### config.mk
export PLATFORM = sky130hd
export DESIGN_NAME = lane_template
export DESIGN_NICKNAME = d
export VERILOG_FILES = /design/src/lane_pkg.sv /design/src/sync_fifo.sv /design/src/lane_engine.sv /design/src/mem_request_arbiter.sv /design/src/mem_response_router.sv /design/src/lane_template.sv
export SDC_FILE = /design/constraint.sdc
export NUM_CORES = 2
export LEC_CHECK = 0
export BUFFER_PORTS_ARGS = -buffer_cell sky130_fd_sc_hd__buf_2
export CORE_ASPECT_RATIO = 1.1
export CORE_MARGIN = 8
export CORE_UTILIZATION = 65
export DETAILED_ROUTE_END_ITERATION = 7
export PLACE_DENSITY = 0.82
export SLEW_MARGIN = 20
export SYNTH_ARGS = -nofsm -noshare
export SYNTH_HDL_FRONTEND = slang
export SYNTH_SLANG_ARGS = --single-unit
### constraint.sdc
create_clock -name ap_clk -period 10.6 [get_ports ap_clk]
set_clock_uncertainty 0.1 [all_clocks]
set_input_delay 1.06 -clock ap_clk [delete_from_list [all_inputs] [get_ports ap_clk]]
set_output_delay 1.06 -clock ap_clk [all_outputs]
set_load 0.02 [all_outputs]
### src/lane_pkg.sv
package lane_pkg;

    // ----------------------------------------------------------
    // Lane dimensions
    // ----------------------------------------------------------
    localparam int num_engines = 4;
    localparam int engine_id_w = 2;
    localparam int data_w      = 32;
    localparam int hop_w       = 4;
    localparam int payload_w   = 40;

    // Every top-level FIFO shares these
    localparam int fifo_depth             = 16;
    localparam int fifo_almost_full_level = 12;

    // Per-engine count of requests still waiting for a response
    localparam int outstanding_w = 5;

    // ----------------------------------------------------------
    // Packet payload, one 40-bit word read two ways
    // ----------------------------------------------------------
    typedef struct packed {
        logic [engine_id_w-1:0]                          target;
        logic [hop_w-1:0]                                hop;
        logic [payload_w-engine_id_w-hop_w-data_w-1:0]   spare;
        logic [data_w-1:0]                               data;
    } lane_view_t;

    typedef struct packed {
        logic [engine_id_w-1:0]                  engine_id;
        logic [payload_w-engine_id_w-data_w-1:0] spare;
        logic [data_w-1:0]                       addr;
    } mem_view_t;

    // Lane traffic uses the lane view, requests and responses the memory view
    typedef union packed {
        lane_view_t lane;
        mem_view_t  mem;
    } packet_payload_u;

endpackage

### src/sync_fifo.sv
`timescale 1ns/1ns

module sync_fifo #(
    parameter int depth = lane_pkg::fifo_depth
) (
    input  logic                      ap_clk,
    input  logic                      areset_lane_template,
    input  logic                      wr_en_i,
    input  lane_pkg::packet_payload_u din_i,
    input  logic                      rd_en_i,
    output lane_pkg::packet_payload_u dout_o,
    output logic                      valid_o,
    output logic                      empty_o,
    output logic                      full_o,
    output logic                      almost_full_o
);

    // Pointers wrap naturally, so depth is a power of two
    localparam int ptr_w = $clog2(depth);
    localparam int cnt_w = $clog2(depth + 1);

    // Two-entry buffers stop accepting at one entry, one item is always in flight
    localparam int af_level = (depth == lane_pkg::fifo_depth) ?
                              lane_pkg::fifo_almost_full_level : depth - 1;

    lane_pkg::packet_payload_u ram [depth];
    logic [ptr_w-1:0]          wr_ptr;
    logic [ptr_w-1:0]          rd_ptr;
    logic [cnt_w-1:0]          count;
    logic                      wr_ok;
    logic                      rd_ok;

    assign wr_ok = wr_en_i & ~full_o;
    assign rd_ok = rd_en_i & ~empty_o;

    always_ff @(posedge ap_clk) begin
        if (areset_lane_template) begin
            wr_ptr  <= '0;
            rd_ptr  <= '0;
            count   <= '0;
            valid_o <= 1'b0;
        end else begin
            valid_o <= rd_ok;
            if (wr_ok) begin
                wr_ptr <= wr_ptr + 1'b1;
            end
            if (rd_ok) begin
                rd_ptr <= rd_ptr + 1'b1;
            end
            case ({wr_ok, rd_ok})
                2'b10:   count <= count + 1'b1;
                2'b01:   count <= count - 1'b1;
                default: count <= count;
            endcase
        end
    end

    // Storage and read data
    always_ff @(posedge ap_clk) begin
        if (wr_ok) begin
            ram[wr_ptr] <= din_i;
        end
        if (rd_ok) begin
            dout_o <= ram[rd_ptr];
        end
    end

    assign empty_o       = (count == '0);
    assign full_o        = (count == cnt_w'(depth));
    assign almost_full_o = (count >= cnt_w'(af_level));

endmodule

### src/lane_engine.sv
`timescale 1ns/1ns

module lane_engine #(
    parameter int engine_index = 0
) (
    input  logic                      ap_clk,
    input  logic                      areset_lane_template,
    input  logic                      in_valid_i,
    input  lane_pkg::packet_payload_u in_payload_i,
    output logic                      in_almost_full_o,
    input  logic                      down_almost_full_i,
    output logic                      out_valid_o,
    output lane_pkg::packet_payload_u out_payload_o,
    output logic                      req_valid_o,
    output lane_pkg::packet_payload_u req_payload_o,
    input  logic                      req_pop_i,
    input  logic                      resp_valid_i,
    output logic                      idle_o
);

    lane_pkg::packet_payload_u          lane_dout;
    logic                               lane_valid;
    logic                               lane_empty;
    logic                               lane_pop;
    lane_pkg::packet_payload_u          req_din;
    logic                               req_push;
    logic                               req_empty;
    logic                               req_almost_full;
    logic                               target_hit;
    logic [lane_pkg::outstanding_w-1:0] outstanding;

    // ----------------------------------------------------------
    // Lane path
    // ----------------------------------------------------------
    // Head is held while either the next stage or the request buffer lacks room
    assign lane_pop = ~lane_empty & ~down_almost_full_i & ~req_almost_full;

    sync_fifo #(
        .depth(2)
    ) u_lane_fifo (
        .ap_clk              (ap_clk),
        .areset_lane_template(areset_lane_template),
        .wr_en_i             (in_valid_i),
        .din_i               (in_payload_i),
        .rd_en_i             (lane_pop),
        .dout_o              (lane_dout),
        .valid_o             (lane_valid),
        .empty_o             (lane_empty),
        .full_o              (),
        .almost_full_o       (in_almost_full_o)
    );

    // Hop count bumped on the way out of the buffer
    always_comb begin
        out_payload_o          = lane_dout;
        out_payload_o.lane.hop = lane_dout.lane.hop + 1'b1;
    end

    assign out_valid_o = lane_valid;

    // ----------------------------------------------------------
    // Memory request path
    // ----------------------------------------------------------
    assign target_hit = (lane_dout.lane.target == lane_pkg::engine_id_w'(engine_index));
    assign req_push   = lane_valid & target_hit;

    always_comb begin
        req_din.mem.engine_id = lane_dout.lane.target;
        req_din.mem.spare     = '0;
        req_din.mem.addr      = lane_dout.lane.data;
    end

    // Payload shows up on req_payload_o the cycle after the grant pops it
    sync_fifo #(
        .depth(2)
    ) u_req_fifo (
        .ap_clk              (ap_clk),
        .areset_lane_template(areset_lane_template),
        .wr_en_i             (req_push),
        .din_i               (req_din),
        .rd_en_i             (req_pop_i),
        .dout_o              (req_payload_o),
        .valid_o             (),
        .empty_o             (req_empty),
        .full_o              (),
        .almost_full_o       (req_almost_full)
    );

    assign req_valid_o = ~req_empty;

    // Outstanding requests, counted from the push until the response strobe
    always_ff @(posedge ap_clk) begin
        if (areset_lane_template) begin
            outstanding <= '0;
        end else begin
            case ({req_push, resp_valid_i})
                2'b10:   outstanding <= outstanding + 1'b1;
                2'b01:   outstanding <= outstanding - 1'b1;
                default: outstanding <= outstanding;
            endcase
        end
    end

    assign idle_o = (outstanding == '0);

endmodule

### src/mem_request_arbiter.sv
`timescale 1ns/1ns

module mem_request_arbiter (
    input  logic                                ap_clk,
    input  logic                                areset_lane_template,
    input  logic [lane_pkg::num_engines-1:0]    req_valid_i,
    input  lane_pkg::packet_payload_u           req_payload_i [lane_pkg::num_engines],
    output logic [lane_pkg::num_engines-1:0]    grant_o,
    input  logic                                out_almost_full_i,
    output logic                                out_valid_o,
    output lane_pkg::packet_payload_u           out_payload_o
);

    logic [lane_pkg::engine_id_w-1:0] rr_ptr;
    logic [lane_pkg::engine_id_w-1:0] winner;
    logic [lane_pkg::engine_id_w-1:0] winner_q;
    logic [lane_pkg::engine_id_w-1:0] idx;
    logic                             found;

    // Search from the pointer upward; the index wraps since num_engines is 2**engine_id_w
    always_comb begin
        winner = rr_ptr;
        found  = 1'b0;
        idx    = rr_ptr;
        for (int k = lane_pkg::num_engines - 1; k >= 0; k--) begin
            idx = rr_ptr + lane_pkg::engine_id_w'(k);
            if (req_valid_i[idx]) begin
                winner = idx;
                found  = 1'b1;
            end
        end
    end

    // No grant while the memory output FIFO is close to full
    always_comb begin
        grant_o = '0;
        if (found && !out_almost_full_i) begin
            grant_o[winner] = 1'b1;
        end
    end

    always_ff @(posedge ap_clk) begin
        if (areset_lane_template) begin
            rr_ptr      <= '0;
            out_valid_o <= 1'b0;
        end else begin
            out_valid_o <= |grant_o;
            if (|grant_o) begin
                rr_ptr <= winner + 1'b1;
            end
        end
    end

    always_ff @(posedge ap_clk) begin
        winner_q <= winner;
    end

    // Granted engine's FIFO read register holds the payload by now
    assign out_payload_o = req_payload_i[winner_q];

endmodule

### src/mem_response_router.sv
`timescale 1ns/1ns

module mem_response_router (
    input  logic                             ap_clk,
    input  logic                             areset_lane_template,
    input  logic                             resp_valid_i,
    input  lane_pkg::packet_payload_u        resp_payload_i,
    output logic [lane_pkg::num_engines-1:0] engine_resp_valid_o
);

    logic [lane_pkg::num_engines-1:0] resp_onehot;

    // Engine id decode
    always_comb begin
        resp_onehot = '0;
        for (int k = 0; k < lane_pkg::num_engines; k++) begin
            if (resp_payload_i.mem.engine_id == lane_pkg::engine_id_w'(k)) begin
                resp_onehot[k] = resp_valid_i;
            end
        end
    end

    // One-cycle strobe to the owning engine only
    always_ff @(posedge ap_clk) begin
        if (areset_lane_template) begin
            engine_resp_valid_o <= '0;
        end else begin
            engine_resp_valid_o <= resp_onehot;
        end
    end

endmodule

### src/lane_template.sv
`timescale 1ns/1ns

module lane_template (
    input  logic                      ap_clk,
    input  logic                      areset_lane_template,
    input  logic                      lane_in_valid_i,
    input  lane_pkg::packet_payload_u lane_in_payload_i,
    output logic                      lane_in_full_o,
    input  logic                      mem_resp_valid_i,
    input  lane_pkg::packet_payload_u mem_resp_payload_i,
    output logic                      mem_resp_full_o,
    output logic                      lane_out_valid_o,
    output lane_pkg::packet_payload_u lane_out_payload_o,
    input  logic                      lane_out_ready_i,
    output logic                      mem_req_valid_o,
    output lane_pkg::packet_payload_u mem_req_payload_o,
    input  logic                      mem_req_ready_i,
    output logic                      done_o
);

    localparam int n = lane_pkg::num_engines;

    logic                      areset_q;
    logic                      lane_in_valid_q;
    lane_pkg::packet_payload_u lane_in_payload_q;
    logic                      mem_resp_valid_q;
    lane_pkg::packet_payload_u mem_resp_payload_q;

    logic lane_in_rd_en, lane_in_empty, lane_in_full;
    logic lane_out_rd_en, lane_out_empty, lane_out_full;
    logic mem_in_rd_en, mem_in_empty, mem_in_full, mem_in_valid;
    logic mem_out_rd_en, mem_out_empty, mem_out_full, mem_out_almost_full;

    lane_pkg::packet_payload_u mem_in_dout;
    logic                      arb_valid;
    lane_pkg::packet_payload_u arb_payload;

    // Chain index k is the input of engine k, index n feeds the output FIFO
    logic [n:0]                chain_valid;
    lane_pkg::packet_payload_u chain_payload [n+1];
    logic [n:0]                chain_almost_full;

    logic [n-1:0]              req_valid;
    lane_pkg::packet_payload_u req_payload [n];
    logic [n-1:0]              req_pop;
    logic [n-1:0]              resp_valid;
    logic [n-1:0]              idle;

    // ----------------------------------------------------------
    // Registered reset and inputs
    // ----------------------------------------------------------
    always_ff @(posedge ap_clk) begin
        areset_q <= areset_lane_template;
    end

    always_ff @(posedge ap_clk) begin
        if (areset_q) begin
            lane_in_valid_q  <= 1'b0;
            mem_resp_valid_q <= 1'b0;
            done_o           <= 1'b1;
        end else begin
            lane_in_valid_q  <= lane_in_valid_i;
            mem_resp_valid_q <= mem_resp_valid_i;
            done_o           <= &idle;
        end
    end

    always_ff @(posedge ap_clk) begin
        lane_in_payload_q  <= lane_in_payload_i;
        mem_resp_payload_q <= mem_resp_payload_i;
    end

    // ----------------------------------------------------------
    // Lane FIFOs and engine chain
    // ----------------------------------------------------------
    // Full is flagged early to cover the input register and the write
    assign lane_in_rd_en = ~lane_in_empty & ~chain_almost_full[0];

    sync_fifo u_lane_in_fifo (
        .ap_clk              (ap_clk),
        .areset_lane_template(areset_q),
        .wr_en_i             (lane_in_valid_q),
        .din_i               (lane_in_payload_q),
        .rd_en_i             (lane_in_rd_en),
        .dout_o              (chain_payload[0]),
        .valid_o             (chain_valid[0]),
        .empty_o             (lane_in_empty),
        .full_o              (lane_in_full),
        .almost_full_o       (lane_in_full_o)
    );

    for (genvar k = 0; k < n; k++) begin : g_engine
        lane_engine #(
            .engine_index(k)
        ) u_lane_engine (
            .ap_clk              (ap_clk),
            .areset_lane_template(areset_q),
            .in_valid_i          (chain_valid[k]),
            .in_payload_i        (chain_payload[k]),
            .in_almost_full_o    (chain_almost_full[k]),
            .down_almost_full_i  (chain_almost_full[k+1]),
            .out_valid_o         (chain_valid[k+1]),
            .out_payload_o       (chain_payload[k+1]),
            .req_valid_o         (req_valid[k]),
            .req_payload_o       (req_payload[k]),
            .req_pop_i           (req_pop[k]),
            .resp_valid_i        (resp_valid[k]),
            .idle_o              (idle[k])
        );
    end

    assign lane_out_rd_en = ~lane_out_empty & lane_out_ready_i;

    sync_fifo u_lane_out_fifo (
        .ap_clk              (ap_clk),
        .areset_lane_template(areset_q),
        .wr_en_i             (chain_valid[n]),
        .din_i               (chain_payload[n]),
        .rd_en_i             (lane_out_rd_en),
        .dout_o              (lane_out_payload_o),
        .valid_o             (lane_out_valid_o),
        .empty_o             (lane_out_empty),
        .full_o              (lane_out_full),
        .almost_full_o       (chain_almost_full[n])
    );

    // ----------------------------------------------------------
    // Memory side
    // ----------------------------------------------------------
    mem_request_arbiter u_mem_request_arbiter (
        .ap_clk              (ap_clk),
        .areset_lane_template(areset_q),
        .req_valid_i         (req_valid),
        .req_payload_i       (req_payload),
        .grant_o             (req_pop),
        .out_almost_full_i   (mem_out_almost_full),
        .out_valid_o         (arb_valid),
        .out_payload_o       (arb_payload)
    );

    assign mem_out_rd_en = ~mem_out_empty & mem_req_ready_i;

    sync_fifo u_mem_out_fifo (
        .ap_clk              (ap_clk),
        .areset_lane_template(areset_q),
        .wr_en_i             (arb_valid),
        .din_i               (arb_payload),
        .rd_en_i             (mem_out_rd_en),
        .dout_o              (mem_req_payload_o),
        .valid_o             (mem_req_valid_o),
        .empty_o             (mem_out_empty),
        .full_o              (mem_out_full),
        .almost_full_o       (mem_out_almost_full)
    );

    // Responses never stall, the router takes one per cycle
    assign mem_in_rd_en = ~mem_in_empty;

    sync_fifo u_mem_in_fifo (
        .ap_clk              (ap_clk),
        .areset_lane_template(areset_q),
        .wr_en_i             (mem_resp_valid_q),
        .din_i               (mem_resp_payload_q),
        .rd_en_i             (mem_in_rd_en),
        .dout_o              (mem_in_dout),
        .valid_o             (mem_in_valid),
        .empty_o             (mem_in_empty),
        .full_o              (mem_in_full),
        .almost_full_o       (mem_resp_full_o)
    );

    mem_response_router u_mem_response_router (
        .ap_clk              (ap_clk),
        .areset_lane_template(areset_q),
        .resp_valid_i        (mem_in_valid),
        .resp_payload_i      (mem_in_dout),
        .engine_resp_valid_o (resp_valid)
    );

endmodule

==> impl_metrics.toml <==
[global_route]
grt_pass1_vias = 55100
antenna_found_initial = 8
track_usage_pct = 28.3
grt_max_degree = 120
grt_overflow = 0
grt_pass1_wl_um = 381000

[placed_design]
dp_cells = 7139
placed_area_um2 = 116000
port_buffers = 126
dp.final_hpwl_um = 122000
place_congestion = 0.759

[run_status]
status = "completed"

[floorplanning]
row_count = 160
dieWidth_um = 413
initial_utilization_pct = 65.2
core_um2 = 172000
ioPinCount = 171
die_y_um = 452
die_area_um2 = 187000

[clock_network]
insertion_delay_ns = 0.94
cts.repair.resized = 0
cts_buffer_depth = 4
path_clk_slew_ns = 0.06
clock-sinks = 3027
cts-root-buf = "clkbuf_16"
cts_inserted_buffers = 295
ctsHoldBuffers = 0
cts_tree = "yes"
ctsHtreeMaxLevel = 5
post-cts-setup-buffers = 0

[synth]
yosysSeqAreaShare_pct = 79.4
syn_area_um2 = 112000
ys.flop_type = "edfxtp_1"
syn_inst = 4866
synth-edff-count = 2860
ys_types = 53
ys_warn_count = 0
synthArstFlopShare_pct = 0
ys_ff_latch = 3027
avgSynthCellArea_um2 = 23.1

[detailed_routing]
vias = 52300
wl_per_cell_um = 34.6
vias_per_cell = 6.83
ant_nets = 0
drt_iter0_markers = 7023
finalWirelength_um = 265000
drtPass1Iterations = 6
drc = 0

[timing]
fmax_mhz = 252
maxSlewViolCount = 0
rsz0062_at_grt = "no"
post-route-min-period_ns = 3.96
report.final.hold_viol_count = 0
tns_ns = 0
slew_headroom_pct = 21.1
fin_crit_sh_pct = 37.4
setup_viol = 0
worst_pin_slew_ns = 1.18

[worst_setup_path]
crit_arrival_ns = 4.68
cp-start-kind = "register"
criticalPathCategory = "register to register"
worst_path_most_repeated_cell = "ha_1"
r2r_slack_ns = 6.64
worstPathRequired_ns = 11.32
timing.critical_path.cells = "inv_1, ha_1, nor2b_1, a32o_1, a221oi_1, xnor2_1, ha_1, nor4b_2, buf_4, ha_1, xor2_1, nor2_1, a211oi_1"
crit_path_top_delay_cell = "buf_4"
cp_num_buf_inv = 2
crit_path_end_kind = "register"
cp_max_fo = 36
cp_slowest_stage_delay_ns = 0.52
cpLargestDelayFamily = "compound AO/OA/AOI/OAI gates"

[power_and_ir_drop]
power_leakage_uw = 0.0391
vdd_drop_max_uv = 230
p_per_area_nw_per_um2 = 255

[layout]
finalNonFillerCells = 7654
area_delta_synth_final_pct = 11.1
layout-drive-gt1-share_pct = 29.4
design_area_um2 = 125000
nets = 5354
final_util_pct = 72.5

[min_path]
hp-class = "input port to register"

[run]
cap_viol_max_count = 0
## registers in the layout (all words and copies together) (netlist names), 136 cells and up
signal,cells
u_lane_in_fifo.ram,640
g_engine.u_lane_engine.u_req_fifo.ram,272
g_engine.u_lane_engine.u_lane_fifo.ram,320
g_engine.u_lane_engine.u_lane_fifo.dout_o,160
u_mem_out_fifo.ram,544
g_engine.u_lane_engine.u_req_fifo.dout_o,136
u_lane_out_fifo.ram,640
## report_power, final
part           switching (uW)  internal, uW
Combinational            2970          2300
Clock                    4440          5670
Sequential               1180         15300
## cells by family (layout without fill, tap and decap cells)
family                     count (synthesis)  after routing  synth area share [%]
DFF                                     3027           3027                  79.4
muxes                                    928            928                  15.5
and+or+nand+nor                          337            337                  1.37
buffers and inverters                    291            798                  1.36
adders and majority gates                 99             99                  1.16
AOI/OAI and AO/OA                         97             97                 0.539
xor gates and xnor gates                  86             86                 0.670
other                                      1             14               0.00334
## cell usage in the layout, fill, tap and decap left out, drive strengths merged, types with 46 or more instances in the layout
master     n
clkbuf   397
edfxtp  2860
xor2      46
mux4     614
nor2     178
clkinv    80
mux2     298
buf      220
ha        91
dfxtp    167
inv       77
## metal layers
layer  share of wire, %  vias to the layer above  global-route usage [%]
li1                   -                    20600                       -
met3                8.4                      703                    4.82
met2                 53                     3653                    50.1
met4                4.7                        2                    12.0
met5             0.0042                        -                       0
met1                 34                    27300                    34.6
## worst reg2reg max path: stages (launching register included)
cell	delay, ns
dfxtp_1	0.37
inv_1	0.12
ha_1	0.30
nor2b_1	0.18
a32o_1	0.23
a221oi_1	0.46
xnor2_1	0.30
ha_1	0.26
nor4b_2	0.33
buf_4	0.53
ha_1	0.29
xor2_1	0.18
nor2_1	0.06
a211oi_1	0.17
## through the flow
stage	hold slack, ns	power [uW]	setup slack (ns)
floorplan	0.321	20000	3.84
global placement	0.323	21300	6.77
detailed placement	0.330	21700	6.80
CTS	0.0405	31900	6.66
global route	0.0632	32700	6.40
finish	0.100	31900	6.64
## layout make-up
cell class	count	area [um^2]
Sequential cell	3027	89300
Fill cell	8552	47400
Multi-Input combinational cell	1553	22200
Clock buffer	397	8050
Tap cell	2268	2840
Timing Repair Buffer	220	1410
Clock inverter	109	907
Inverter	72	270
Antenna cell	8	20.0
## Yosys cell counts, types with 25 or more instances
cell type,number,area [um^2]
edfxtp_1,2860,85900
mux4_2,581,13100
mux2_2,298,3360
nor2_1,178,668
dfxtp_1,167,3340
clkbuf_1,101,379
ha_1,91,1140
inv_1,72,270
xor2_1,46,403
a21oi_1,45,225
nand2_1,45,169
xnor2_1,40,350
buf_1,39,146
mux4_1,33,867
buf_6,31,349
buf_2,28,140
nor3_1,25,125
## worst paths after layout
kind	cells after the start	to	start
setup reg to reg	13	g_engine[3].u_lane_engine.u_req_fifo.count[1]	g_engine[2].u_lane_engine.u_req_fifo.count[0]
setup / recovery	13	g_engine[3].u_lane_engine.u_req_fifo.count[1]	g_engine[2].u_lane_engine.u_req_fifo.count[0]
hold reg to reg	0	g_engine[0].u_lane_engine.u_lane_fifo.ram[1][10]	u_lane_in_fifo.dout_o[10]
hold / removal	1	lane_in_payload_q[16]	lane_in_payload_i[16]
Power figures use the tool's default switching activity.
